### src/i2c_pkg.sv
`default_nettype none

package i2c_pkg;

    localparam int SCL_QUARTER = 2;   // CLK cycles per quarter of SCL
    localparam int QCNT_W = (SCL_QUARTER > 1) ? $clog2(SCL_QUARTER) : 1;
    localparam int BYTE_BITS = 9;     // eight data bits plus ack

    typedef enum logic [1:0] {
        OP_START = 2'd0,  // also repeated start when scl is running
        OP_STOP  = 2'd1,
        OP_WRITE = 2'd2,
        OP_READ  = 2'd3
    } i2c_op_t;

    typedef struct packed {
        i2c_op_t    op;
        logic [7:0] tx_byte;
        logic       ack_level;  // sda level on ninth bit of a read, 1 = nack
    } i2c_cmd_t;

    typedef struct packed {
        logic [7:0] rx_byte;
        logic       slave_ack;
    } i2c_rsp_t;

endpackage

`default_nettype wire

### src/i2c_bit_engine.sv
`timescale 1ns/1ps
`default_nettype none

module i2c_bit_engine
    import i2c_pkg::*;
(
    input  wire logic     CLK,
    input  wire logic     RESET,
    input  wire logic     cmd_strobe,
    input  wire i2c_cmd_t cmd,
    input  wire logic     sda_in,
    output logic          engine_idle,
    output logic          done,
    output i2c_rsp_t      rsp,
    output logic          scl_low,
    output logic          sda_low
);

    i2c_cmd_t          cur;
    logic              active;
    logic              clk_run;   // scl has been started and not yet stopped
    logic [QCNT_W-1:0] qcnt;
    logic [1:0]        qtr;       // quarter within the bit slot
    logic [3:0]        bcnt;
    logic [7:0]        sh;
    logic              ack_smp;
    logic              tick;
    logic              is_byte;
    logic              ninth;
    logic              last_qtr;

    assign tick     = active && (qcnt == QCNT_W'(SCL_QUARTER - 1));
    assign is_byte  = (cur.op == OP_WRITE) || (cur.op == OP_READ);
    assign ninth    = (bcnt == 4'(BYTE_BITS - 1));
    assign last_qtr = (qtr == 2'd3) && (!is_byte || ninth);

    assign engine_idle = !active;
    assign rsp         = '{rx_byte: sh, slave_ack: ack_smp};

    // bit slot: q0 scl low, q1 data, q2 scl high, q3 hold (start/stop move sda here)
    always_ff @(posedge CLK)
    begin
        if (RESET)
        begin
            active  <= 1'b0;
            done    <= 1'b0;
            clk_run <= 1'b0;
            scl_low <= 1'b0;
            sda_low <= 1'b0;
            qcnt    <= '0;
            qtr     <= 2'd0;
            bcnt    <= 4'd0;
        end
        else
        begin
            done <= 1'b0;
            if (cmd_strobe && !active)
            begin
                active  <= 1'b1;
                qcnt    <= '0;
                qtr     <= 2'd0;
                bcnt    <= 4'd0;
                scl_low <= (cmd.op != OP_START) || clk_run;  // idle start keeps scl high
            end
            else if (active)
            begin
                qcnt <= tick ? '0 : qcnt + 1'b1;
                if (tick)
                begin
                    if (last_qtr)
                    begin
                        active <= 1'b0;
                        done   <= 1'b1;
                        if (cur.op == OP_START)
                            clk_run <= 1'b1;
                        else if (cur.op == OP_STOP)
                            clk_run <= 1'b0;   // bus stays released after stop
                    end
                    else if (qtr == 2'd3)
                    begin
                        qtr     <= 2'd0;
                        bcnt    <= bcnt + 4'd1;
                        scl_low <= 1'b1;
                    end
                    else
                    begin
                        qtr <= qtr + 2'd1;
                        case (qtr)
                            2'd0:
                            begin
                                case (cur.op)
                                    OP_START: sda_low <= 1'b0;
                                    OP_STOP:  sda_low <= 1'b1;
                                    OP_WRITE: sda_low <= ninth ? 1'b0 : !sh[7];
                                    default:  sda_low <= ninth ? !cur.ack_level : 1'b0;
                                endcase
                            end
                            2'd1:
                                scl_low <= 1'b0;
                            default:
                            begin
                                if (cur.op == OP_START)
                                    sda_low <= 1'b1;   // sda falls with scl high
                                else if (cur.op == OP_STOP)
                                    sda_low <= 1'b0;
                            end
                        endcase
                    end
                end
            end
        end
    end

    // shared shifter, tx bits leave at the top while rx bits enter at the bottom
    always_ff @(posedge CLK)
    begin
        if (cmd_strobe && !active)
        begin
            cur <= cmd;
            sh  <= cmd.tx_byte;
        end
        else if (tick && qtr == 2'd2 && is_byte)
        begin
            if (ninth)
                ack_smp <= !sda_in;   // sampled mid scl high
            else
                sh <= {sh[6:0], sda_in};
        end
    end

    // sequencer must wait for the engine
    assert property (@(posedge CLK) disable iff (RESET) cmd_strobe |-> engine_idle);

    // data only moves while scl is low, apart from start and stop
    assert property (@(posedge CLK) disable iff (RESET)
        ($changed(sda_low) && !scl_low && !$past(scl_low))
            |-> (cur.op == OP_START || cur.op == OP_STOP));

endmodule

`default_nettype wire

### config.mk
export PLATFORM = sky130hd
export DESIGN_NAME = i2c_bit_engine
export DESIGN_NICKNAME = d
export VERILOG_FILES = /design/src/i2c_pkg.sv /design/src/i2c_bit_engine.sv
export SDC_FILE = /design/constraint.sdc
export NUM_CORES = 1
export LEC_CHECK = 0
export BUFFER_PORTS_ARGS = -buffer_cell sky130_fd_sc_hd__buf_4
export CORE_MARGIN = 3
export CORE_UTILIZATION = 56
export DETAILED_ROUTE_END_ITERATION = 16
export GPL_TIMING_DRIVEN = 0
export PLACE_DENSITY = 0.91
export RECOVER_POWER = 100
export REMOVE_ABC_BUFFERS = 1
export SETUP_SLACK_MARGIN = 0.02
export SYNTH_ARGS = -nofsm -noshare
export SYNTH_HDL_FRONTEND = slang
export SYNTH_SLANG_ARGS = --single-unit
### constraint.sdc
create_clock -name CLK -period 3.45 [get_ports CLK]
set_input_delay 0.69 -clock CLK [delete_from_list [all_inputs] [get_ports CLK]]
set_output_delay 0.69 -clock CLK [all_outputs]
set_load 0.01 [all_outputs]
Word-level counts from Yosys, hierarchy flattened
Cells that the tools add are included.
{ "totals": {"word_cells": 83, "register_bits": 24, "output_inout_bits": 13, "in_bits": 15} }
{ "classes": {"n_reduce_logical": 31, "n_mux": 22, "eq_ne": 9, "n_bitwise": 6, "n_addsub": 3} }
{ "ops": {"columns": ["operator", "n"], "rows": [
  ["2-to-1 mux 8 bit", 3],
  ["2-to-1 mux 1 bit", 16],
  ["nonzero test 2 bit", 5],
  ["equality test 2 bit, second input constant", 4],
  ["AND reduction 4 bit", 2],
  ["AND reduction 7 bit", 1],
  ["NOT 1 bit", 6],
  ["AND reduction 3 bit", 2],
  ["nonzero test 3 bit", 2],
  ["logical AND 1 bit", 5],
  ["logical NOT 1 bit", 5],
  ["AND reduction 5 bit", 1],
  ["adder 4 x 1 -> 4 bit, second input constant", 1],
  ["equality test 2 x 1 -> 1 bit, second input constant", 2],
  ["equality test 4 bit, second input constant", 1],
  ["logical NOT 2 bit", 2],
  ["inequality test 2 x 1 -> 1 bit, second input constant", 2],
  ["OR reduction 4 bit", 1],
  ["logical OR 1 bit", 3],
  ["case mux 1 bit (3 select lines)", 1],
  ["adder 2 x 1 -> 2 bit, second input constant", 1],
  ["2-to-1 mux 2 bit", 1],
  ["case mux 1 bit (2 select lines)", 1],
  ["AND reduction 2 bit", 1],
  ["other kinds (2)", 2]
]} }

Longest topological paths before layout
Gate-level depths: netlist of run 1.
{ "logic_depth": {"word_depth": 9, "ltp_mapped": 7} }

Least setup slack after synthesis of run 1
OpenSTA, ideal clock, no wires.
{ "synth_path": {"kind": "reg-to-reg", "startpoint": "register bcnt[0]", "endpoint": "register sh[0] (enable)", "stages_incl_launch_ff": 5, "setup_ns": 0.384, "arrival_time_ns": 1.454, "n_path_buf": 0, "t_required_ns": 3.066, "path_slack_ns": 1.612, "path_cell_list": "dfxtp_1 -> inv_1 -> ha_1 -> and3b_1 -> o21ai_0"} }
{ "synth_between": {"elab_chain_cells": 3} }
{ "synth_rtl": {"columns": ["item", "line_no", "rtl"], "rows": [
  ["from (decl)", "i2c_bit_engine.sv:24", "logic [3:0] bcnt;"],
  ["from (signal assigned)", "i2c_bit_engine.sv:82", "bcnt <= bcnt + 4'd1;"],
  ["equality test 4 bit", "i2c_bit_engine.sv:34", "assign ninth = (bcnt == 4'(BYTE_BITS - 1));"],
  ["inequality test 2 x 1 -> 1 bit (no source line)", null, null],
  ["AND reduction 2 bit (no source line)", null, null],
  ["to (signal assigned)", "i2c_bit_engine.sv:120", "sh <= cmd.tx_byte;"],
  ["to (signal assigned)", "i2c_bit_engine.sv:127", "sh <= {sh[6:0], sda_in};"],
  ["to (decl)", "i2c_bit_engine.sv:25", "logic [7:0] sh;"]
]} }
No other way between the ends.
A chain may end at the register's enable or synchronous reset.

Final worst setup path of run 1
{ "layout_path": {"startpoint": "register bcnt[0]", "endpoint": "register sh[1] (enable)"} }
The elaborated chain is that of the path after synthesis.

==> impl_metrics.toml, run 1 <==
[clocking]
cts_sinks = 24
clockBufferDepth = 2
cts.root.buffer_cell = "clkbuf_4"
htree_levels = 1
path_clk_slew_ns = 0.13
clk_latency_ns = 0.31
cts_hold_buf = 0
numCtsBuffers = 3
tritoncts = "yes"
post_cts_buffers = 0
cts-resized-gates = 0

[floorplan]
core_um2 = 1982
boundaryPins = 28
start_util_pct = 60.10
die_w_um = 52.12
dieArea_um2 = 2716
core.rowCount = 16
die_h_um = 52.12

[sta]
setup-violations-final = 0
period_minus_slack_ns = 2.263
rsz0062_at_grt = "false"
fmax_ghz = 0.4418
timing.final.crit_share_pct = 65.60
maxSlewViolCount = 0
worst_clock_skew_ns = 0.005104
max-slew-margin-rel_pct = 19.72
tightestPinTransition_ns = 1.192
tns_ns = 0
finalHoldViolCount = 0

[detailed_routing]
drc_errors = 0
drt_iter0_drc = 36
dr.pass1.iters = 4
routed_wl_um = 2552
detail-route-antenna-nets = 0
via_count = 979
wire_per_inst_um = 14.50
via_per_inst = 5.563

[place]
port_buffers = 27
place_congestion = 0.8034
placedCellCount = 172
dp_hpwl_um = 1929

[setup_path]
cpMaxStageDelayCell = "o21ai_0"
cp_max_fo = 8
cpPeakStageDelay_ns = 0.96
critical-path-top-delay-family = "compound AO/OA/AOI/OAI gates"
regToRegEndpoint = "sh[1]"
reg2reg_from = "bcnt[0]"
crit_buf_inv = 1
arrival_ns = 2.20
worst-setup-path-type = "flip-flop to flip-flop"
endpoint_kind = "flip-flop"
cp-start-kind = "flip-flop"
r2r_slack_ns = 1.19
ff2ff_path_depth = 4
worst_ep_required_time_ns = 3.39
path_cells = "inv_1 > ha_1 > and3b_1 > o21ai_0"

[global_routing]
overflow = 0
grt_usage_pct = 21.30
grt_pass1_vias = 970
grt_max_degree = 14
grt_antenna_before_repair = 0
grt_first_pass_wirelength_um = 4298

[layout]
syn_to_final_growth_pct = 14.50
fill_cells = 157
diodes = 0
finalNonFillerCells = 176
drive_gt1_share_pct = 11.41
fin_nets = 171

[synth]
netlist_top_cells_count = "nand2_1, dfxtp_1, edfxtp_1, inv_1, a21oi_1"
synth_edf_count = 12
yosys.cell_count.top_type = "nand2_1"
synth.distinct_cells = 34
yosysTopAreaCellShare_pct = 30.25
ys_ff_latch = 24
syn_area_per_cell_um2 = 9.606
ys_seq_area_share_pct = 50.42
synth_area_leaders = "edfxtp_1, dfxtp_1, nand2_1, ha_1, a21oi_1"
synth_cells = 124
yosysWarningCount = 0
synth.largest_area_cell = "edfxtp_1"
synth_flop_cell = "edfxtp_1"
netlist_area_um2 = 1191
async_reset_ff_share_pct = 0

[power]
combPwrFrac_pct = 10.9
p_sw_w = 0.0001250
irDropWorstVdd_uv = 283.2
p_leak_nw = 0.5267
swShare_pct = 24.70
p_int_w = 0.0003812
power_frac_seq_pct = 64.3
clkPwrFrac_pct = 24.8
p_per_area_nw_per_um2 = 371.2

[min_path]
hold_path.startpoint = "sda_low"
worstHoldPathType = "flip-flop to flip-flop"
holdPathStages = 2
hold_end = "sda_low"

[run_status]
status = "finished, final reports clean"

[run]
cap_violations = 0
final cells by class:
type | count | area, um^2 | share of cell area, %
well taps | 27 | 33.78 | 2.477
clock inverters | 1 | 3.754 | 0.2752
clock buffers | 3 | 22.52 | 1.651
multi-input cells | 82 | 508.0 | 37.25
repair buffers | 27 | 150.1 | 11.01
inverters | 12 | 45.04 | 3.303
flip-flops and latches | 24 | 600.6 | 44.04
cell families after synthesis:
logic type	synth area share [%]
buffers and inverters	6.932
adder cells (fa/ha/maj)	6.302
XOR/XNOR	1.471
flip-flops	50.42
AO/OA/AOI/OAI	10.82
AND/OR/NAND/NOR	21.95
multiplexers	2.101
worst max path at each step:
stage / cells past startpoint / slack (ns) / to / startpoint
final: 4 / 1.19 / sh[1] / bcnt[0]
after global routing: 4 / 0.99 / sh[0] / bcnt[0]
after CTS: 4 / 1.17 / sh[1] / bcnt[0]
after detailed placement: 4 / 1.21 / sh[4] / bcnt[0]
after global placement: 4 / 1.24 / sh[3] / bcnt[0]
after floorplan: 4 / 1.61 / sh[0] / bcnt[0]
placed cells by master (no fill, tap or decap), types with 2 or more instances in the layout:
master and instances:
a21oi_1 9, and3b_1 2, buf_4 10, clkbuf_1 14, clkbuf_4 6, dfxtp_1 12, edfxtp_1 12, ha_1 6
inv_1 12, nand2_1 23, nand2b_1 2, nand3_1 4, nand4_1 2, nor2_1 3, o21ai_0 7, o31ai_1 2
or3_1 4, or4_1 2, xnor2_1 2
layer usage:
metal	up-vias	part of all wire (%)	GRT usage, %
li1	484	-	-
met1	460	41	26.79
met2	33	53	37.03
met3	2	4.7	4.011
met4	0	0.55	5.677
met5	-	0	0
through the flow:
step	hold slack (ns)	utilization, %	setup WS, ns	instance area [um^2]	power (W)
after global placement	0.4559	70.14	1.237	1390	0.0003913
after floorplan	0.4478	-	1.612	1154	0.0003591
final	0.4786	68.81	1.187	1364	0.0005063
after detailed placement	0.4669	70.14	1.210	1390	0.0003948
after global routing	0.5110	68.81	0.9905	1364	0.0005314
after CTS	0.4854	71.46	1.175	1416	0.0005179
sequential cells by signal (all words and copies together) (netlist names):
register,flops
sh,8
bcnt,4
cur,3
qtr,2
ack_smp,1
active,1
clk_run,1
done,1
qcnt,1
scl_low,1
sda_low,1
power by group through the flow:
| stage | clock network [W] | logic (W) | registers, W |
|---|---|---|---|
| floorplan | 0 | 0.0000257 | 0.000333 |
| global placement | 0 | 0.0000604 | 0.000331 |
| detailed placement | 0 | 0.0000632 | 0.000332 |
| CTS | 0.000129 | 0.0000632 | 0.000325 |
| global route | 0.000141 | 0.0000626 | 0.000327 |
| finish | 0.000126 | 0.0000552 | 0.000326 |
worst reg2reg max path: stages (launching register included):
cell and delay, ns:
dfxtp_1 0.39, inv_1 0.07, ha_1 0.21, and3b_1 0.26, o21ai_0 0.96
Power figures use the tool's default switching activity.
==> run 2, diff against run 1 <==
Settings changed: ABC_AREA from default to 1, CORE_ASPECT_RATIO from default to 1.75, CORE_UTILIZATION 56 to 47, PLACE_DENSITY 0.91 to 0.82.
Clock period 3.45 ns to 1.85 ns, I/O delays scaled along.
==> impl_metrics.toml, run 2 <==
[synth]
synth.distinct_cells = 27
netlist_area_um2 = 1200
ys_seq_area_share_pct = 50.05
synth_area_leaders = "edfxtp_1, dfxtp_1, nand2_1, ha_1, inv_1"
syn_area_per_cell_um2 = 8.510
yosys.cell_count.top_type = "nand2_1"
yosysWarningCount = 0
netlist_top_cells_count = "nand2_1, inv_1, dfxtp_1, edfxtp_1, nor2_1"
yosysTopAreaCellShare_pct = 30.03
async_reset_ff_share_pct = 0
synth_cells = 141
synth.largest_area_cell = "edfxtp_1"
synth_flop_cell = "edfxtp_1"
synth_edf_count = 12
ys_ff_latch = 24

[power]
totalPowerFinal_w = 0.001029
p_leak_nw = 0.6176
p_per_area_nw_per_um2 = 733.4
irDropWorstVdd_uv = 338.0

[place]
dp_hpwl_um = 1924
port_buffers = 27
place_congestion = 0.7751

[setup_path]
cp-start-kind = "flip-flop"
worst-setup-path-type = "flip-flop to flip-flop"
worst_ep_required_time_ns = 1.78
cpPeakStageDelay_ns = 0.38
cpMaxStageDelayCell = "dfxtp_1"
endpoint_kind = "flip-flop"
cp_max_fo = 8
regToRegEndpoint = "sh[4]"
path_cells = "inv_1 > ha_1 > nand3_1 > inv_1 > o21ai_2"
r2r_slack_ns = 0.22
ff2ff_path_depth = 5
cp_common_cell = "inv_1"
startpoint = "bcnt[0]"
arrival_ns = 1.55
reg2reg_from = "bcnt[0]"

[detailed_routing]
via_count = 997
topRoutingLayerUsed = "met4"
drc_errors = 0
routed_wl_um = 2440
drt_iter0_drc = 30
wl_met1_um = 880
wire_per_inst_um = 12.58
wl_met3_um = 125
detail-route-antenna-nets = 0
route.met2.wl_um = 1366
dr.pass1.iters = 4
via_per_inst = 5.139

[global_routing]
grt_usage_pct = 17.01
overflow = 0
grt_first_pass_wirelength_um = 4084
grt_max_degree = 16
grt_antenna_before_repair = 0
grt_pass1_vias = 958

[min_path]
worstHoldPathType = "input port to flip-flop"
hold_end = "cur[0]"
holdPathStages = 1
hold_path.startpoint = "cmd[0]"

[clocking]
cts.root.buffer_cell = "clkbuf_8"
clk_latency_ns = 0.26
numCtsBuffers = 3
htree_levels = 1
tritoncts = "yes"
clockBufferDepth = 2
cts_hold_buf = 0
cts_sinks = 24
path_clk_slew_ns = 0.08

[floorplan]
boundaryPins = 28
core.rowCount = 23
die_w_um = 44.20
die_h_um = 72.84
dieArea_um2 = 3219
core_um2 = 2360
start_util_pct = 50.85

[layout]
final_cell_mix = "nand2_1, inv_1, clkbuf_1, edfxtp_1, dfxtp_1"
largest_register_ffs = 8
diodes = 0
fin_nets = 191
largest_register = "sh"
drive_gt1_share_pct = 17.75
final_common_cell = "nand2_1"
top_regs = "sh (8), bcnt (4), cur (3)"
syn_to_final_growth_pct = 16.89

[sta]
period_minus_slack_ns = 1.628
fmax_ghz = 0.6142
timing.final.crit_share_pct = 88.01
setup-violations-final = 0
finalHoldViolCount = 0
maxSlewViolCount = 0
rsz0062_at_grt = "false"
tightestPinTransition_ns = 0.4673
worst_clock_skew_ns = 0.003946
max-slew-margin-rel_pct = 68.81
whs_ns = 0.3050

[run]
cap_violations = 0

[run_status]
status = "finished, final reports clean"
run 2: changes by cell type after synthesis, sizes merged, moves of 4 or more:
cell,previous run,this run
or3,4,0
nand2,23,43
nor2,3,13
nand3,4,9
inv,12,20
run 2: worst max-delay path, delay by kind of cell, from the launching register on:
| kind | cells | cell delay (ns) |
|---|---|---|
| AOI/OAI and AO/OA | 1 | 0.38 |
| DFF | 1 | 0.38 |
| buffers and inverters | 2 | 0.17 |
| and+or+nand+nor | 1 | 0.15 |
| adders and majority gates | 1 | 0.20 |
run 2: cells by family (layout without fill, tap and decap cells):
logic type	count (synthesis)	after routing	synth area share, %
buf+inv	24	52	8.654
flops	24	24	50.05
xor+xnor	1	1	0.7301
simple gates	71	71	27.42
compound gates	15	15	6.882
fa+ha+maj	6	6	6.256
run 2: worst max path at each step:
stage	endpoint	slack, ns	depth (start not counted)
floorplan	sh[0]	0.05	5
detailed placement	sh[2]	-0.28	5
CTS	sh[6]	0.19	5
global placement	sh[5]	-0.21	5
global route	bcnt[1]	0.05	6
finish	sh[4]	0.22	5
run 2: final cells by class:
cell class              count  area [um^2]
multi-input cells          93        491.7
fillers                   221        957.2
flip-flops and latches     24        600.6
well taps                  25        31.28
inverters                  21        80.08
repair buffers             27        153.9
clock buffers               4        45.04
run 2: repair_timing:
item                       4_1_cts  5_1_grt
setup endpoints to repair        8        0
setup buffers                    0        0
resized for setup                2        0
run 2: per-layer routing:
layer,track usage (%),up-vias
li1,-,503
met1,17.11,455
met2,31.66,30
met3,2.716,9
met4,9.060,0
met5,0,-
run 2: stage by stage:
| stage | cell area, um^2 | util [%] | setup TNS [ns] | instances | setup slack (ns) |
|---|---|---|---|---|---|
| after global placement | 1410 | 59.76 | -1.641 | 190 | -0.2052 |
| after floorplan | 1176 | - | 0 | 138 | 0.04514 |
| after detailed placement | 1410 | 59.76 | -2.240 | 190 | -0.2802 |
| final | 1403 | 59.44 | 0 | 194 | 0.2219 |
| after global routing | 1403 | 59.44 | 0 | 194 | 0.05038 |
| after CTS | 1459 | 61.82 | 0 | 194 | 0.1927 |
run 2: power breakdown:
group          internal, W  switching (W)  leakage [nW]  total, W
Clock             0.000154       0.000156        0.0228  0.000310
Sequential        0.000586      0.0000152         0.212  0.000601
Combinational    0.0000474      0.0000701         0.383  0.000117
Total             0.000787       0.000241         0.618   0.00103
==> run 3, diff against run 2 <==
Settings changed: CORE_UTILIZATION 47 to 40, PLACE_DENSITY 0.82 to 0.73.
==> impl_metrics.toml, run 3 (synthesis results as in run 2) <==
[clocking]
path_clk_slew_ns = 0.08
htree_levels = 1
numCtsBuffers = 3
clockBufferDepth = 2
clk_latency_ns = 0.26
cts.root.buffer_cell = "clkbuf_8"
post_cts_buffers = 0
cts_sinks = 24
tritoncts = "yes"

[layout]
diodes = 0
final_cell_mix = "nand2_1, inv_1, clkbuf_1, edfxtp_1, dfxtp_1"
final_common_cell = "nand2_1"
fin_nets = 191
largest_register_ffs = 8
top_regs = "sh (8), bcnt (4), cur (3)"
drive_gt1_share_pct = 17.16
largest_register = "sh"
syn_to_final_growth_pct = 17.10
fill_cells = 267

[sta]
worst_clock_skew_ns = 0.003066
fmax_ghz = 0.5901
period_minus_slack_ns = 1.695
maxSlewViolCount = 0
rsz0062_at_grt = "false"
tns_ns = 0
finalHoldViolCount = 0
tightestPinTransition_ns = 0.4741
timing.final.crit_share_pct = 91.60
whs_ns = 0.2991
setup-violations-final = 0
max-slew-margin-rel_pct = 68.39

[place]
place_congestion = 0.7596
port_buffers = 27
dp_hpwl_um = 1842

[detailed_routing]
via_count = 973
via_per_inst = 4.964
wire_per_inst_um = 12.11
drc_errors = 0
dr.pass1.iters = 3
detail-route-antenna-nets = 0
routed_wl_um = 2374
drt_iter0_drc = 11

[power]
irDropWorstVdd_uv = 589.2
p_leak_nw = 0.6114
totalPowerFinal_w = 0.001032
p_per_area_nw_per_um2 = 734.6

[floorplan]
boundaryPins = 28
die_w_um = 47.40
die_h_um = 78.46
dieArea_um2 = 3719
core_um2 = 2784
start_util_pct = 43.10
core.rowCount = 25

[global_routing]
grt_usage_pct = 14.00
grt_max_degree = 16
grt_antenna_before_repair = 0
grt_first_pass_wirelength_um = 3864
overflow = 0
grt_pass1_vias = 939

[setup_path]
endpoint_kind = "flip-flop"
arrival_ns = 1.61
cp_max_fo = 9
worst_ep_required_time_ns = 1.76
cp-start-kind = "flip-flop"
worst-setup-path-type = "flip-flop to flip-flop"

[min_path]
worstHoldPathType = "input port to flip-flop"

[run_status]
status = "finished, final reports clean"

[run]
cap_violations = 0
run 3: cell count changes in the layout (fill, tap and decap cells not counted):
cell        change
inv_1           +1
clkinv_2        -1
inv_2           -1
clkinvlp_2      +1
run 3: critical path, stage by stage, from the launching register on:
cell and delay (ns):
dfxtp_1 0.43, nand2_2 0.11, clkinvlp_2 0.24, nand3_1 0.16
o21ai_2 0.42
run 3: area by class of cell:
class / count / area [um^2] / share of cell area (%)
well taps: 27 / 33.78 / 2.404
multi-input cells: 93 / 491.7 / 35.00
repair buffers: 27 / 153.9 / 10.95
flip-flops and latches: 24 / 600.6 / 42.74
inverters: 21 / 80.08 / 5.699
clock buffers: 4 / 45.04 / 3.206
run 3: where the power goes:
part           switching (W)  leakage, nW  total [W]  internal [W]
registers          0.0000148        0.212   0.000601      0.000586
clock network       0.000162       0.0228   0.000315      0.000154
logic              0.0000688        0.377   0.000116     0.0000473
total               0.000245        0.611    0.00103      0.000787
run 3: path summary, 6_finish.rpt:
| check | cells past startpoint | end | start | slack [ns] |
|---|---|---|---|---|
| setup / recovery | 4 | sh[0] | active | 0.16 |
| hold reg to reg | 2 | clk_run | clk_run | 0.45 |
| hold / removal | 1 | cur[0] | cmd[0] | 0.30 |
| setup reg to reg | 4 | sh[0] | active | 0.16 |
run 3: stage by stage:
stage / setup slack, ns / std cells / area (um^2) / utilization [%]
after floorplan: 0.04514 / 138 / 1176 / -
after global routing: 0.02284 / 196 / 1405 / 50.47
after detailed placement: -0.4086 / 192 / 1413 / 50.74
after CTS: 0.1395 / 196 / 1461 / 52.49
after global placement: -0.2887 / 192 / 1413 / 50.74
final: 0.1553 / 196 / 1405 / 50.47
run 3: per-layer routing:
metal  GRT usage [%]  vias up  wire length, um
met5               0        -                0
met2           22.85       16             1251
met4           6.925        0               46
met3           2.064        5               72
met1           16.84      448             1004
li1                -      504                -
run 3: timing repair:
item | 4_1_cts | 5_1_grt
setup endpoints to repair | 8 | 0
hold buffers | 0 | 0
gates resized for setup | 2 | 0
