$ cat src/eeprom_pkg.sv
`default_nettype none

package eeprom_pkg;

    // 24C16 style device, 2 KB
    localparam logic [3:0] EEPROM_DEV_CODE = 4'b1010;

    localparam int ADDR_W  = 11;
    localparam int BLOCK_W = 3;   // upper address bits, sent in the control byte

    typedef struct packed {
        logic [ADDR_W-1:0] addr;
        logic [7:0]        wdata;
    } eeprom_req_t;

endpackage

`default_nettype wire

$ cat src/i2c_pkg.sv
`default_nettype none

package i2c_pkg;

    localparam int SCL_QUARTER = 2;   // CLK cycles per quarter of SCL
    localparam int QCNT_W = (SCL_QUARTER > 1) ? $clog2(SCL_QUARTER) : 1;
    localparam int BYTE_BITS = 9;     // eight data bits plus ack

    typedef enum logic [1:0] {
        OP_START = 2'd0,  // also repeated start when scl is running
        OP_STOP  = 2'd1,
        OP_WRITE = 2'd2,
        OP_READ  = 2'd3
    } i2c_op_t;

    typedef struct packed {
        i2c_op_t    op;
        logic [7:0] tx_byte;
        logic       ack_level;  // sda level on ninth bit of a read, 1 = nack
    } i2c_cmd_t;

    typedef struct packed {
        logic [7:0] rx_byte;
        logic       slave_ack;
    } i2c_rsp_t;

endpackage

`default_nettype wire

$ cat src/eeprom_sequencer.sv
`timescale 1ns/1ps
`default_nettype none

module eeprom_sequencer
    import i2c_pkg::*;
    import eeprom_pkg::*;
(
    input  wire logic        CLK,
    input  wire logic        RESET,
    input  wire logic        wr,
    input  wire logic        rd,
    input  wire eeprom_req_t req,
    input  wire logic        engine_idle,
    input  wire logic        done,
    input  wire i2c_rsp_t    rsp,
    output logic             cmd_strobe,
    output i2c_cmd_t         cmd,
    output logic [7:0]       rdata,
    output logic             ack,
    output logic             nack,
    output logic             busy
);

    typedef enum logic [9:0] {
        S_IDLE     = 10'b00_0000_0001,
        S_START    = 10'b00_0000_0010,
        S_CTRL_WR  = 10'b00_0000_0100,
        S_ADDR_WR  = 10'b00_0000_1000,
        S_DATA_WR  = 10'b00_0001_0000,
        S_RD_START = 10'b00_0010_0000,
        S_CTRL_RD  = 10'b00_0100_0000,
        S_DATA_RD  = 10'b00_1000_0000,
        S_STOP     = 10'b01_0000_0000,
        S_DONE     = 10'b10_0000_0000
    } state_t;

    state_t             state;
    eeprom_req_t        req_q;
    logic               is_rd;
    logic               err;       // sticky, some byte was not acked
    logic               pending;   // command out, waiting for done
    logic [7:0]         rd_byte;
    logic [BLOCK_W-1:0] block;
    logic               issue_state;
    logic               no_ack;
    i2c_cmd_t           next_cmd;

    assign block       = req_q.addr[ADDR_W-1 -: BLOCK_W];
    assign issue_state = !(state inside {S_IDLE, S_DONE});
    assign no_ack      = !rsp.slave_ack;

    always_comb
    begin
        next_cmd = '{op: OP_START, tx_byte: 8'h00, ack_level: 1'b1};
        case (state)
            S_CTRL_WR:
                next_cmd = '{op: OP_WRITE, tx_byte: {EEPROM_DEV_CODE, block, 1'b0},
                             ack_level: 1'b1};
            S_ADDR_WR:
                next_cmd = '{op: OP_WRITE, tx_byte: req_q.addr[ADDR_W-BLOCK_W-1:0],
                             ack_level: 1'b1};
            S_DATA_WR:
                next_cmd = '{op: OP_WRITE, tx_byte: req_q.wdata, ack_level: 1'b1};
            S_CTRL_RD:
                next_cmd = '{op: OP_WRITE, tx_byte: {EEPROM_DEV_CODE, block, 1'b1},
                             ack_level: 1'b1};
            S_DATA_RD:
                next_cmd = '{op: OP_READ, tx_byte: 8'hff, ack_level: 1'b1};  // single byte, nack
            S_STOP:
                next_cmd.op = OP_STOP;
            default:
                next_cmd.op = OP_START;
        endcase
    end

    always_ff @(posedge CLK)
    begin
        if (RESET)
        begin
            state      <= S_IDLE;
            cmd_strobe <= 1'b0;
            pending    <= 1'b0;
            is_rd      <= 1'b0;
            err        <= 1'b0;
            ack        <= 1'b0;
            nack       <= 1'b0;
            busy       <= 1'b0;
            rdata      <= 8'h00;
        end
        else
        begin
            cmd_strobe <= 1'b0;
            if (issue_state && !pending && engine_idle)
            begin
                cmd_strobe <= 1'b1;
                pending    <= 1'b1;
            end
            if (done)
                pending <= 1'b0;

            case (state)
                S_IDLE:
                    if (wr || rd)
                    begin
                        is_rd <= !wr;   // write wins
                        err   <= 1'b0;
                        busy  <= 1'b1;
                        state <= S_START;
                    end
                S_START:
                    if (done)
                        state <= S_CTRL_WR;
                S_CTRL_WR, S_ADDR_WR, S_DATA_WR, S_CTRL_RD:
                    if (done)
                    begin
                        if (no_ack || state == S_DATA_WR)
                        begin
                            err   <= err | no_ack;
                            state <= S_STOP;
                        end
                        else if (state == S_CTRL_WR)
                            state <= S_ADDR_WR;
                        else if (state == S_CTRL_RD)
                            state <= S_DATA_RD;
                        else
                            state <= is_rd ? S_RD_START : S_DATA_WR;
                    end
                S_RD_START:
                    if (done)
                        state <= S_CTRL_RD;
                S_DATA_RD:
                    if (done)
                        state <= S_STOP;
                S_STOP:
                    if (done)
                    begin
                        ack  <= 1'b1;
                        nack <= err;
                        if (is_rd && !err)
                            rdata <= rd_byte;
                        state <= S_DONE;
                    end
                S_DONE:
                begin
                    ack   <= 1'b0;
                    nack  <= 1'b0;
                    busy  <= 1'b0;
                    state <= S_IDLE;
                end
                default:
                    state <= S_IDLE;
            endcase
        end
    end

    always_ff @(posedge CLK)
    begin
        if (state == S_IDLE && (wr || rd))
            req_q <= req;
        if (issue_state && !pending && engine_idle)
            cmd <= next_cmd;
        if (state == S_DATA_RD && done)
            rd_byte <= rsp.rx_byte;
    end

    assert property (@(posedge CLK) disable iff (RESET) ack |=> !ack);
    assert property (@(posedge CLK) disable iff (RESET) nack |-> ack);

endmodule

`default_nettype wire

$ cat config.mk
export PLATFORM = sky130hd
export DESIGN_NAME = eeprom_sequencer
export DESIGN_NICKNAME = d
export VERILOG_FILES = /design/src/eeprom_pkg.sv /design/src/i2c_pkg.sv /design/src/eeprom_sequencer.sv
export SDC_FILE = /design/constraint.sdc
export NUM_CORES = 1
export LEC_CHECK = 0
export ABC_AREA = 1
export BUFFER_PORTS_ARGS = -buffer_cell sky130_fd_sc_hd__buf_2
export CORE_ASPECT_RATIO = 1.1
export CORE_MARGIN = 3
export CORE_UTILIZATION = 25
export CTS_BUF_LIST = sky130_fd_sc_hd__clkbuf_16
export CTS_CLUSTER_DIAMETER = 150
export DETAILED_ROUTE_END_ITERATION = 7
export PLACE_DENSITY = 0.51
export SLEW_MARGIN = 10
export SYNTH_ARGS = -nofsm -noshare
export SYNTH_HDL_FRONTEND = slang
export SYNTH_SLANG_ARGS = --single-unit
$ cat constraint.sdc
create_clock -name CLK -period 3.5 [get_ports CLK]
set_clock_uncertainty 0.15 [all_clocks]
set_input_delay 0.525 -clock CLK [delete_from_list [all_inputs] [get_ports CLK]]
set_output_delay 0.525 -clock CLK [all_outputs]
set_load 0.01 [all_outputs]
Word-level counts from Yosys, hierarchy flattened
Index checks and enable logic that the tools add are counted.
{"block": "word_totals", "input_bits": 34, "ff_bits": 63, "out_inout_bits": 23}
{"block": "op_classes", "n_reduce_logical": 23, "bitwise": 1, "n_eq_ne": 17, "mux": 24}
{"operator": "$mux W10", "count": 6}
{"operator": "$pmux W10 S6", "count": 1}
{"operator": "$pmux W9 S5", "count": 1}
{"operator": "$mux W8", "count": 2}
{"operator": "$eq A10 B1 Y1 const B", "count": 1}
{"operator": "$eq A10 B10 Y1 const B", "count": 1}
{"operator": "$eq A10 B2 Y1 const B", "count": 1}
{"operator": "$eq A10 B3 Y1 const B", "count": 1}
{"operator": "$eq A10 B4 Y1 const B", "count": 1}
{"operator": "$eq A10 B5 Y1 const B", "count": 1}
{"operator": "$eq A10 B6 Y1 const B", "count": 1}
{"operator": "$eq A10 B7 Y1 const B", "count": 1}
{"operator": "$eq A10 B8 Y1 const B", "count": 1}
{"operator": "$eq A10 B9 Y1 const B", "count": 1}
{"operator": "$mux W9", "count": 1}
{"operator": "$ne A2 B2 Y1 const B", "count": 4}
{"operator": "$pmux W1 S2", "count": 4}
{"operator": "$mux W1", "count": 7}
{"operator": "$mux W6", "count": 1}
{"operator": "$ne A2 B1 Y1 const B", "count": 3}
{"operator": "$pmux W2 S3", "count": 1}
{"operator": "$reduce_and A2 Y1", "count": 3}
{"operator": "$reduce_and A6 Y1", "count": 1}
{"operator": "$reduce_bool A2 Y1", "count": 3}
{"operator": "8 further kinds", "count": 17}

Longest topological paths before layout
Gate-level depths: netlist (run 1).
{"block": "logic_depth", "depth_word": 6, "depth_mapped": 11, "ltp_nobuf": 11}

Worst setup path before layout (run 1)
No wires, ideal clock.
{"block": "synth_path", "path_type": "reg-to-reg", "from": "register state[6]", "to": "register err", "path_stages_with_launch": 9, "setup_time_ps": 117, "t_arrival_ps": 2065, "period_less_slack_ps": 2332, "required_time_ps": 3233, "slack_ps": 1168, "cell_sequence": "dfxtp_1 nor2_4 nand2_4 nor3_2 nand2_1 nor2_1 inv_1 nand2_1 a21oi_1"}
{"block": "synth_between", "elab_chain_len": 4, "elab_cells_between_ends": 13, "cone_classes": "eq/ne: 8; mux: 1; reduce/logical: 4"}
{"item": "start, declared", "line_no": "eeprom_sequencer.sv:37", "source": "state_t state;"}
{"item": "start signal, assigned", "line_no": "eeprom_sequencer.sv:126", "source": "state <= is_rd ? S_RD_START : S_DATA_WR;"}
{"item": "$eq A10 B5 Y1 (tied with other cells)", "line_no": "eeprom_sequencer.sv:101, eeprom_sequencer.sv:116"}
{"item": "$reduce_or A4 Y1 (no source line) or $logic_or A1 B1 Y1 (tied branches)"}
{"item": "$ne A2 B1 Y1 (no source line) or $reduce_bool A2 Y1 (tied branches)"}
{"item": "$reduce_and A4 Y1 (no source line)"}
{"item": "end signal, assigned", "line_no": "eeprom_sequencer.sv:118", "source": "err <= err | no_ack;"}
{"item": "end, declared", "line_no": "eeprom_sequencer.sv:40", "source": "logic err;"}
Parallel ways exist; a longest one is shown, timed or not.
A chain may end at the register's enable or synchronous reset.

Final worst setup path (run 1)
{"block": "layout_path", "from": "register state[9]", "to": "register rd_byte[3] (enable)"}
{"block": "layout_between", "elab_chain_len": 2}
{"item": "$eq A10 B8 Y1", "line_no": "eeprom_sequencer.sv:162", "source": "if (state == S_DATA_RD && done)"}
{"item": "$logic_and A1 B1 Y1", "line_no": "eeprom_sequencer.sv:162"}
{"item": "end signal, assigned", "line_no": "eeprom_sequencer.sv:163", "source": "rd_byte <= rsp.rx_byte;"}
{"item": "end, declared", "line_no": "eeprom_sequencer.sv:42", "source": "logic [7:0] rd_byte;"}
No other way between the ends.

==> results.toml, run 1 <==
[critical_path]
cp-start-kind = "flip-flop"
endpoint_kind = "flip-flop"
max_stage_delay_ps = 560
reg2reg_to = "rd_byte[3]"
critPathRequiredTime_ps = 3310
cp.depth = 5
slowest_stage = "nor2_1"
crit_family = "simple AND/OR/NAND/NOR gates"
r2r-start = "state[9]"
worst-setup-path-type = "reg -> reg"
crit_fanout = 8
path_cells = "nor2_1, nand2_1, nor2_4, nand2_2, nor2_1"
rrSetupSlack_ps = 1510
path_common_cell = "nor2_1"
path_buf_inv = 0
endpoint = "rd_byte[3]"
startpoint = "state[9]"
reg2reg_depth = 5
cp.arrival_ps = 1800

[route]
wl_per_cell_um = 12.6
num_vias = 1911
drt_pre_antenna_iters = 4
drcViolationCount = 0
wirelength_um = 5880
vias_per_cell = 4.10
drt_first_iter_violations = 99
ant_nets = 0

[yosys]
synth_fa_ha_area_frac = 0
avgSynthCellArea_um2 = 10.4
synthMuxAreaShare = 0
synth_top_family_by_area = "simple AND/OR/NAND/NOR gates"
synthTopCellsByArea = "edfxtp_1 41%, dfxtp_1 19%, nand2_1 5.6%"
ys_ff_latch = 62
syn_inst = 257
synth_xor_area_frac = 0
yosysTopAreaCell = "edfxtp_1"
synth-simple-area-share = 0.270
ys_warn_count = 0
synth_cell_type_count = 32
syn_nets = 291
syn_area_um2 = 2680
synth_top_area_share = 0.414
synth_compound_area_frac = 0.0695
yosysSeqAreaShare = 0.600

[clock_tree]
numCtsBuffers = 9
cts_setup_buffers = 0
ctsResizeCount = 0
cts_sinks = 62
h-tree-depth = 3
cts_tree = "yes"
root_buffer = "clkbuf_16"
path_clk_slew_ps = 60
cts_buffer_depth = 2
cts-hold-fix-buffers = 0
worstSkewPairLatency_ps = 320

[floorplan]
dieArea_um2 = 12000
die_width_um = 105
fp.dieH_um = 115
num_rows = 39
start_util = 0.257
core_area_um2 = 10400
ios = 57

[timing]
fin_crit_ps = 1990
finalHoldViolCount = 0
rsz0062_at_grt = "false"
drv_slew = 0
slew_headroom = 0.371
finalCritPeriodShare = 0.569
max_freq_ghz = 0.503
setup_viol = 0
layout_setup_ws_ps = 1510
tightest_slew_ps = 934
final.setup.tns_ps = 0

[pwr]
p_leak_nw = 1.42
ir_drop_mv = 0.392
power_density_nw_per_um2 = 839

[grt]
overflow = 0
grt_pass1_vias = 2018
track_usage = 0.105
antenna_found_initial = 0
grt_pass1_wl_um = 9840
grt_max_degree = 22

[place]
gp_congestion = 0.768
hpwl_um = 4400
dp_slack_ps = 1490
placed_cell_area_um2 = 3090
portBuffers = 55

[final_layout]
layout.nets = 352
drive_above_1_share = 0.334
insertedDiodeCount = 0
fin_area_um2 = 3390
final_common_cell = "buf_2"
final_cell_mix = "55 x buf_2, 40 x nand2_1, 37 x edfxtp_1"
nFillCells = 1106
area_delta_synth_final_pct = 26.2

[run]
drv_cap = 0

[min_path]
hold_class = "in -> reg"

[run_status]
status = "complete, no violations"
==> synth_stat cells (all sizes together) <==
cell type,number
o211a,1
nor2,43
inv,27
a21oi,20
buf,5
conb,1
nand3,24
o21ai,9
edfxtp,37
nand2,51
nor3,1
nand3b,2
nor4,2
clkbuf,1
a211oi,1
nand4,5
dfxtp,25
and3b,1
o2111ai,1
==> through the flow <==
step	utilization	std cells	hold slack, ps	power (mW)
after floorplan	-	257	286	1.76
after global placement	0.296	450	286	1.99
after global routing	0.324	466	216	3.04
after detailed placement	0.296	450	288	2.00
after CTS	0.324	466	210	2.89
final	0.324	466	220	2.84
==> state kept, by name, summed over array words and instances, names as in the netlist <==
signal	flops
rdata	8
nack	1
cmd	10
cmd_strobe	1
busy	1
state	10
req_q	16
block	3
pending	1
err	1
rd_byte	8
is_rd	1
ack	1
==> metal layers <==
metal,share of wire,GRT usage
met2,0.51,0.183
met1,0.43,0.122
met4,0.016,0.0394
met5,0,0
met3,0.047,0.0327
==> power breakdown <==
group / switching, mW / internal (mW)
clock: 0.325 / 0.551
combinational: 0.584 / 0.244
sequential: 0.0817 / 1.06
==> worst min-delay path by stage <==
stage,slack [ps],start,end,cells after the start
2_1_floorplan,290,pending,pending,2
3_3_place_gp,290,rdata[3],rdata[3],2
3_5_place_dp,290,rdata[4],rdata[4],2
4_1_cts,210,req[7],req_q[7],1
5_1_grt,220,rsp[2],rd_byte[1],1
6_report,220,req[7],req_q[7],1
==> logic make-up (layout without fill, tap and decap cells) <==
logic type,count (synthesis),after routing
simple gates,129,129
buf+inv,33,99
flops,62,62
other cells,1,1
compound gates,32,32
==> cell type report <==
| cell class | instances | area (um2) | share of cell area |
|---|---|---|---|
| Clock inverter | 7 | 73.8 | 0.0218 |
| Timing Repair Buffer | 56 | 283 | 0.0835 |
| Multi-Input combinational cell | 162 | 915 | 0.270 |
| Inverter | 27 | 101 | 0.0299 |
| Tap cell | 143 | 179 | 0.0528 |
| Clock buffer | 9 | 225 | 0.0665 |
| Sequential cell | 62 | 1610 | 0.476 |
Note: power is estimated with default switching activity, not from simulation.
==> run 2, diff against run 1 <==
--- a/config.mk
+++ b/config.mk
@@ -5,7 +5,7 @@
 export SDC_FILE = /design/constraint.sdc
 export NUM_CORES = 1
 export LEC_CHECK = 0
-export ABC_AREA = 1
+export ABC_AREA = 0
 export BUFFER_PORTS_ARGS = -buffer_cell sky130_fd_sc_hd__buf_2
 export CORE_ASPECT_RATIO = 1.1
 export CORE_MARGIN = 3
==> constraint.sdc (replaced) <==
create_clock -name CLK -period 1.84 [get_ports CLK]
set_clock_uncertainty 0.15 [all_clocks]
set_input_delay 0.276 -clock CLK [delete_from_list [all_inputs] [get_ports CLK]]
set_output_delay 0.276 -clock CLK [all_outputs]
set_load 0.01 [all_outputs]
==> results.toml, run 2 <==
[clock_tree]
numCtsBuffers = 9
cts_buffer_depth = 2
worstSkewPairLatency_ps = 320
root_buffer = "clkbuf_16"
cts_tree = "yes"
cts_sinks = 62
h-tree-depth = 3
path_clk_slew_ps = 50

[yosys]
syn_area_um2 = 2590
ys.flop_type = "edfxtp_1"
ys_warn_count = 0
synth_most_common_cell = "edfxtp_1"
synthMuxAreaShare = 0.0541
avgSynthCellArea_um2 = 12.7
synth_top_family_by_area = "simple AND/OR/NAND/NOR gates"
synth_fa_ha_area_frac = 0
yosysTopAreaCell = "edfxtp_1"
synth_edf_count = 37
synth-simple-area-share = 0.186
yosysSeqAreaShare = 0.622
async_reset_ff_frac = 0
syn_nets = 238
synth_xor_area_frac = 0.0135
ys_ff_latch = 62
synth_cell_type_count = 47
synth_top_area_share = 0.429
syn_inst = 204
synth_compound_area_frac = 0.0850
synthTopCellsByArea = "edfxtp_1 43%, dfxtp_1 19%, mux2i_1 5.4%"
synth_commonest_cells = "37 x edfxtp_1, 31 x nor2_1, 25 x dfxtp_1"

[final_layout]
regMostFlops = "req_q"
utilization = 0.417
largestRegisters = "req_q: 16 flops, cmd: 10 flops, state: 10 flops"
largest_reg_flops = 16
final_cell_mix = "55 x buf_2, 48 x buf_4, 37 x edfxtp_1"
insertedDiodeCount = 0
area_delta_synth_final_pct = 60.6
final_common_cell = "buf_2"
layout.nets = 379
nFillCells = 936
fin_cells = 470
drive_above_1_share = 0.483

[grt]
grt_pass1_wl_um = 10900
antenna_found_initial = 0
grt_max_degree = 26
track_usage = 0.123
overflow = 0
grt_pass1_vias = 2238

[run]
drv_cap = 0

[timing]
fin_crit_ps = 1940
tightest_slew_ps = 521
slew_headroom = 0.653
layout_setup_ws_ps = -101
max_freq_ghz = 0.515
rsz0062_at_grt = "true"
finalHoldViolCount = 0
setup_viol = 49
drv_slew = 0
finalCritPeriodShare = 1.06

[critical_path]
endpoint_kind = "flip-flop"
reg2reg_to = "state[3]"
reg2reg_depth = 9
r2r-start = "state[8]"
critPathRequiredTime_ps = 1880
crit_fanout = 5
rrSetupSlack_ps = -100
cp-start-kind = "flip-flop"
cp.arrival_ps = 1980
startpoint = "state[8]"
worst-setup-path-type = "reg -> reg"

[route]
drt_pre_antenna_iters = 4
wirelength_um = 6660
vias_per_cell = 4.37
ant_nets = 0
drcViolationCount = 0
drt_first_iter_violations = 104
wl_per_cell_um = 14.2
num_vias = 2053

[pwr]
power_density_nw_per_um2 = 905
p_leak_nw = 1.76
p_total_mw = 3.76
ir_drop_mv = 0.478

[run_status]
violations = "negative setup slack"
status = "finished, violations left"

[min_path]
hp-start = "done"
hold_class = "in -> reg"
hold_end = "pending"
hold_depth = 3

[floorplan]
die_width_um = 103
num_rows = 38
fp.dieH_um = 113
ios = 57
dieArea_um2 = 11600
core_area_um2 = 9980
start_util = 0.260

[place]
portBuffers = 55
hpwl_um = 4520
gp_congestion = 0.775
dp.cells = 411
==> run 2: changes by cell type after synthesis, moves of 7 or more <==
cell and change:
nor3_1 +7, a21oi_1 -10, nor2_2 -7, nand3_1 -15, inv_1 -19, nand2_1 -32, mux2i_1 +14
==> run 2: worst max-delay path: stages, from the launching register on <==
cell and delay, ps:
dfxtp_2 350, nor4_4 380, buf_12 150, a41oi_4 100, buf_4 180, inv_2 70, o31ai_4 80, buf_12 150
mux2i_1 150, nor2_1 50
==> run 2: worst max-delay path by stage <==
stage | depth (start not counted) | slack (ps) | to
global route | 9 | -180 | state[7]
floorplan | 6 | -200 | block[0]
CTS | 7 | -80 | cmd_strobe
finish | 9 | -100 | state[3]
global placement | 4 | -300 | cmd[8]
detailed placement | 4 | -360 | cmd[6]
==> run 2: power breakdown <==
part / switching (mW) / leakage [nW] / internal [mW]
combinational: 0.250 / 1.06 / 0.262
clock: 0.584 / 0.143 / 1.04
sequential: 0.0428 / 0.559 / 1.59
total: 0.877 / 1.76 / 2.89
==> run 2: final cells by class <==
class | instances | area (um2) | share of cell area
timing repair buffer | 140 | 1050 | 0.253
inverter | 6 | 27.5 | 0.00662
sequential | 62 | 1630 | 0.393
multi-input combinational | 126 | 1000 | 0.241
clock inverter | 7 | 67.6 | 0.0162
tap | 120 | 150 | 0.0361
clock buffer | 9 | 225 | 0.0541
==> run 2: cell families after synthesis <==
family / count (synthesis)
XOR/XNOR: 4
buffers and inverters: 16
other: 1
AO/OA/AOI/OAI: 27
AND/OR/NAND/NOR: 80
multiplexers: 14
flip-flops: 62
==> run 2: per-stage QoR <==
stage | hold slack, ps | cell area, um2 | setup TNS [ps] | setup slack (ps)
after floorplan | 205 | 2630 | -5150 | -205
after global placement | 302 | 3310 | -13360 | -299
after detailed placement | 304 | 3310 | -13670 | -356
after CTS | 107 | 4100 | -2460 | -76.0
after global routing | 114 | 4160 | -6100 | -176
final | 112 | 4160 | -2710 | -101
==> run 2: what timing repair did <==
| item | in CTS | in global routing |
|---|---|---|
| hold buffers | 27 | 0 |
| pin swaps | 15 | 5 |
| setup endpoints to repair | 65 | 67 |
| resized for setup | 28 | 10 |
| buffers inserted | 12 | 4 |
| hold endpoints to repair | 27 | 0 |
==> run 2: routing by layer <==
layer	vias to the layer above	share of wire	GRT usage	wire [um]
met5	-	0	0	0
met4	0	0.025	0.0518	168
met3	12	0.054	0.0401	357
met2	51	0.50	0.205	3360
met1	954	0.42	0.144	2780
li1	1036	-	-	-
==> run 3, diff against run 2 <==
==> constraint.sdc (replaced) <==
create_clock -name CLK -period 1.84 [get_ports CLK]
set_clock_uncertainty 0.15 [all_clocks]
set_input_delay 0.092 -clock CLK [delete_from_list [all_inputs] [get_ports CLK]]
set_output_delay 0.092 -clock CLK [all_outputs]
set_load 0.01 [all_outputs]
==> results.toml, run 3 (synthesis results as in run 2) <==
[run_status]
status = "finished, violations left"
violations = "negative setup slack"

[route]
vias_per_cell = 4.47
drt_first_iter_violations = 70
drt_pre_antenna_iters = 4
wl_per_cell_um = 14.6
num_vias = 2113
drcViolationCount = 0
wirelength_um = 6920
ant_nets = 0

[min_path]
hold_class = "in -> reg"

[floorplan]
ios = 57
fp.dieH_um = 113
start_util = 0.260
core_area_um2 = 9980
dieArea_um2 = 11600
num_rows = 38
die_width_um = 103

[pwr]
clkPwrFrac = 0.452
power_density_nw_per_um2 = 935
internal_power_mw = 3.08
ir_drop_mv = 0.488
p_leak_nw = 1.80
pwr-share-comb = 0.144
p_sw_frac = 0.237
p_seq_frac = 0.404
p_switching_mw = 0.955
p_total_mw = 4.04

[timing]
tightest_slew_ps = 532
final.setup.tns_ps = -2590
finalHoldViolCount = 0
drv_slew = 0
slew_headroom = 0.645
finalCritPeriodShare = 1.09
fin_crit_ps = 2010
layout_setup_ws_ps = -171
rsz0062_at_grt = "true"
setup_viol = 29
hold_slack_ps = 17.9
max_freq_ghz = 0.497

[clock_tree]
cts_tree = "yes"
cts_buffer_depth = 2
h-tree-depth = 3
worstSkewPairLatency_ps = 330
cts_sinks = 62
root_buffer = "clkbuf_16"
numCtsBuffers = 9
path_clk_slew_ps = 60

[final_layout]
layout.nets = 382
largest_reg_flops = 16
multi_input_area_um2 = 1050
area_delta_synth_final_pct = 66.7
utilization = 0.433
largestRegisters = "req_q: 16 flops, cmd: 10 flops, state: 10 flops"
seqCellArea_um2 = 1640
regMostFlops = "req_q"
final_cell_mix = "55 x buf_2, 43 x buf_4, 37 x edfxtp_1"
insertedDiodeCount = 0
drive_above_1_share = 0.504
final_common_cell = "buf_2"
nFillCells = 917

[place]
dp_slack_ps = -180
portBuffers = 55
gp_congestion = 0.871
hpwl_um = 4540

[critical_path]
rrSetupSlack_ps = -170
critPathRequiredTime_ps = 1740
cp.arrival_ps = 1910
cp-start-kind = "flip-flop"
worst-setup-path-type = "reg -> reg"
endpoint_kind = "flip-flop"
crit_fanout = 6

[grt]
overflow = 0
grt_pass1_vias = 2246
grt_pass1_wl_um = 11200
antenna_found_initial = 0
grt_max_degree = 26
track_usage = 0.129

[run]
drv_cap = 0
[run 3: final cells by class]
class | instances | area share
flip-flops and latches | 62 | 0.380
repair buffers | 143 | 0.259
multi-input cells | 126 | 0.243
clock buffers | 9 | 0.0521
well taps | 120 | 0.0348
clock inverters | 7 | 0.0226
inverters | 6 | 0.00869
[run 3: final timing paths]
kind / from / end / cells past startpoint
hold / removal: rsp[0] / err / 4
setup / recovery: state[6] / cmd[5] / 8
setup reg to reg: state[6] / cmd[5] / 8
hold reg to reg: ack / ack / 2
[run 3: per-layer routing]
layer  track usage  wire, um  part of all wire
met5             0         0                 0
met4        0.0665       247             0.036
met3        0.0438       344             0.050
met2         0.208      3430              0.50
met1         0.152      2890              0.42
[run 3: repair_timing]
action / 4_1_cts / 5_1_grt
endpoints found under the hold margin: 29 / 0
hold buffers: 29 / 0
setup endpoints to repair: 61 / 68
pin swaps: 20 / 13
buffers inserted: 14 / 5
resized for setup: 44 / 18
gates cloned: 1 / 0
[run 3: critical path: stages (launching register included)]
cell and delay (ps):
dfxtp_4 370, nor2_1 50, buf_4 150, nand3_4 90, nor3_4 60, buf_6 120
nor4b_4 430, buf_4 200, buf_12 110
[run 3: stage by stage]
| step | instance area (um2) | std cells |
|---|---|---|
| floorplan | 2630 | 204 |
| global placement | 3330 | 410 |
| detailed placement | 3330 | 410 |
| CTS | 4220 | 468 |
| global route | 4320 | 473 |
| finish | 4320 | 473 |
[run 3: power by group through the flow]
stage               clock [mW]  sequential, mW  combinational (mW)
floorplan                    0            1.67               0.187
global placement             0            1.66               0.399
detailed placement           0            1.66               0.400
CTS                       1.87            1.63               0.551
global route              1.94            1.64               0.630
finish                    1.82            1.63               0.583
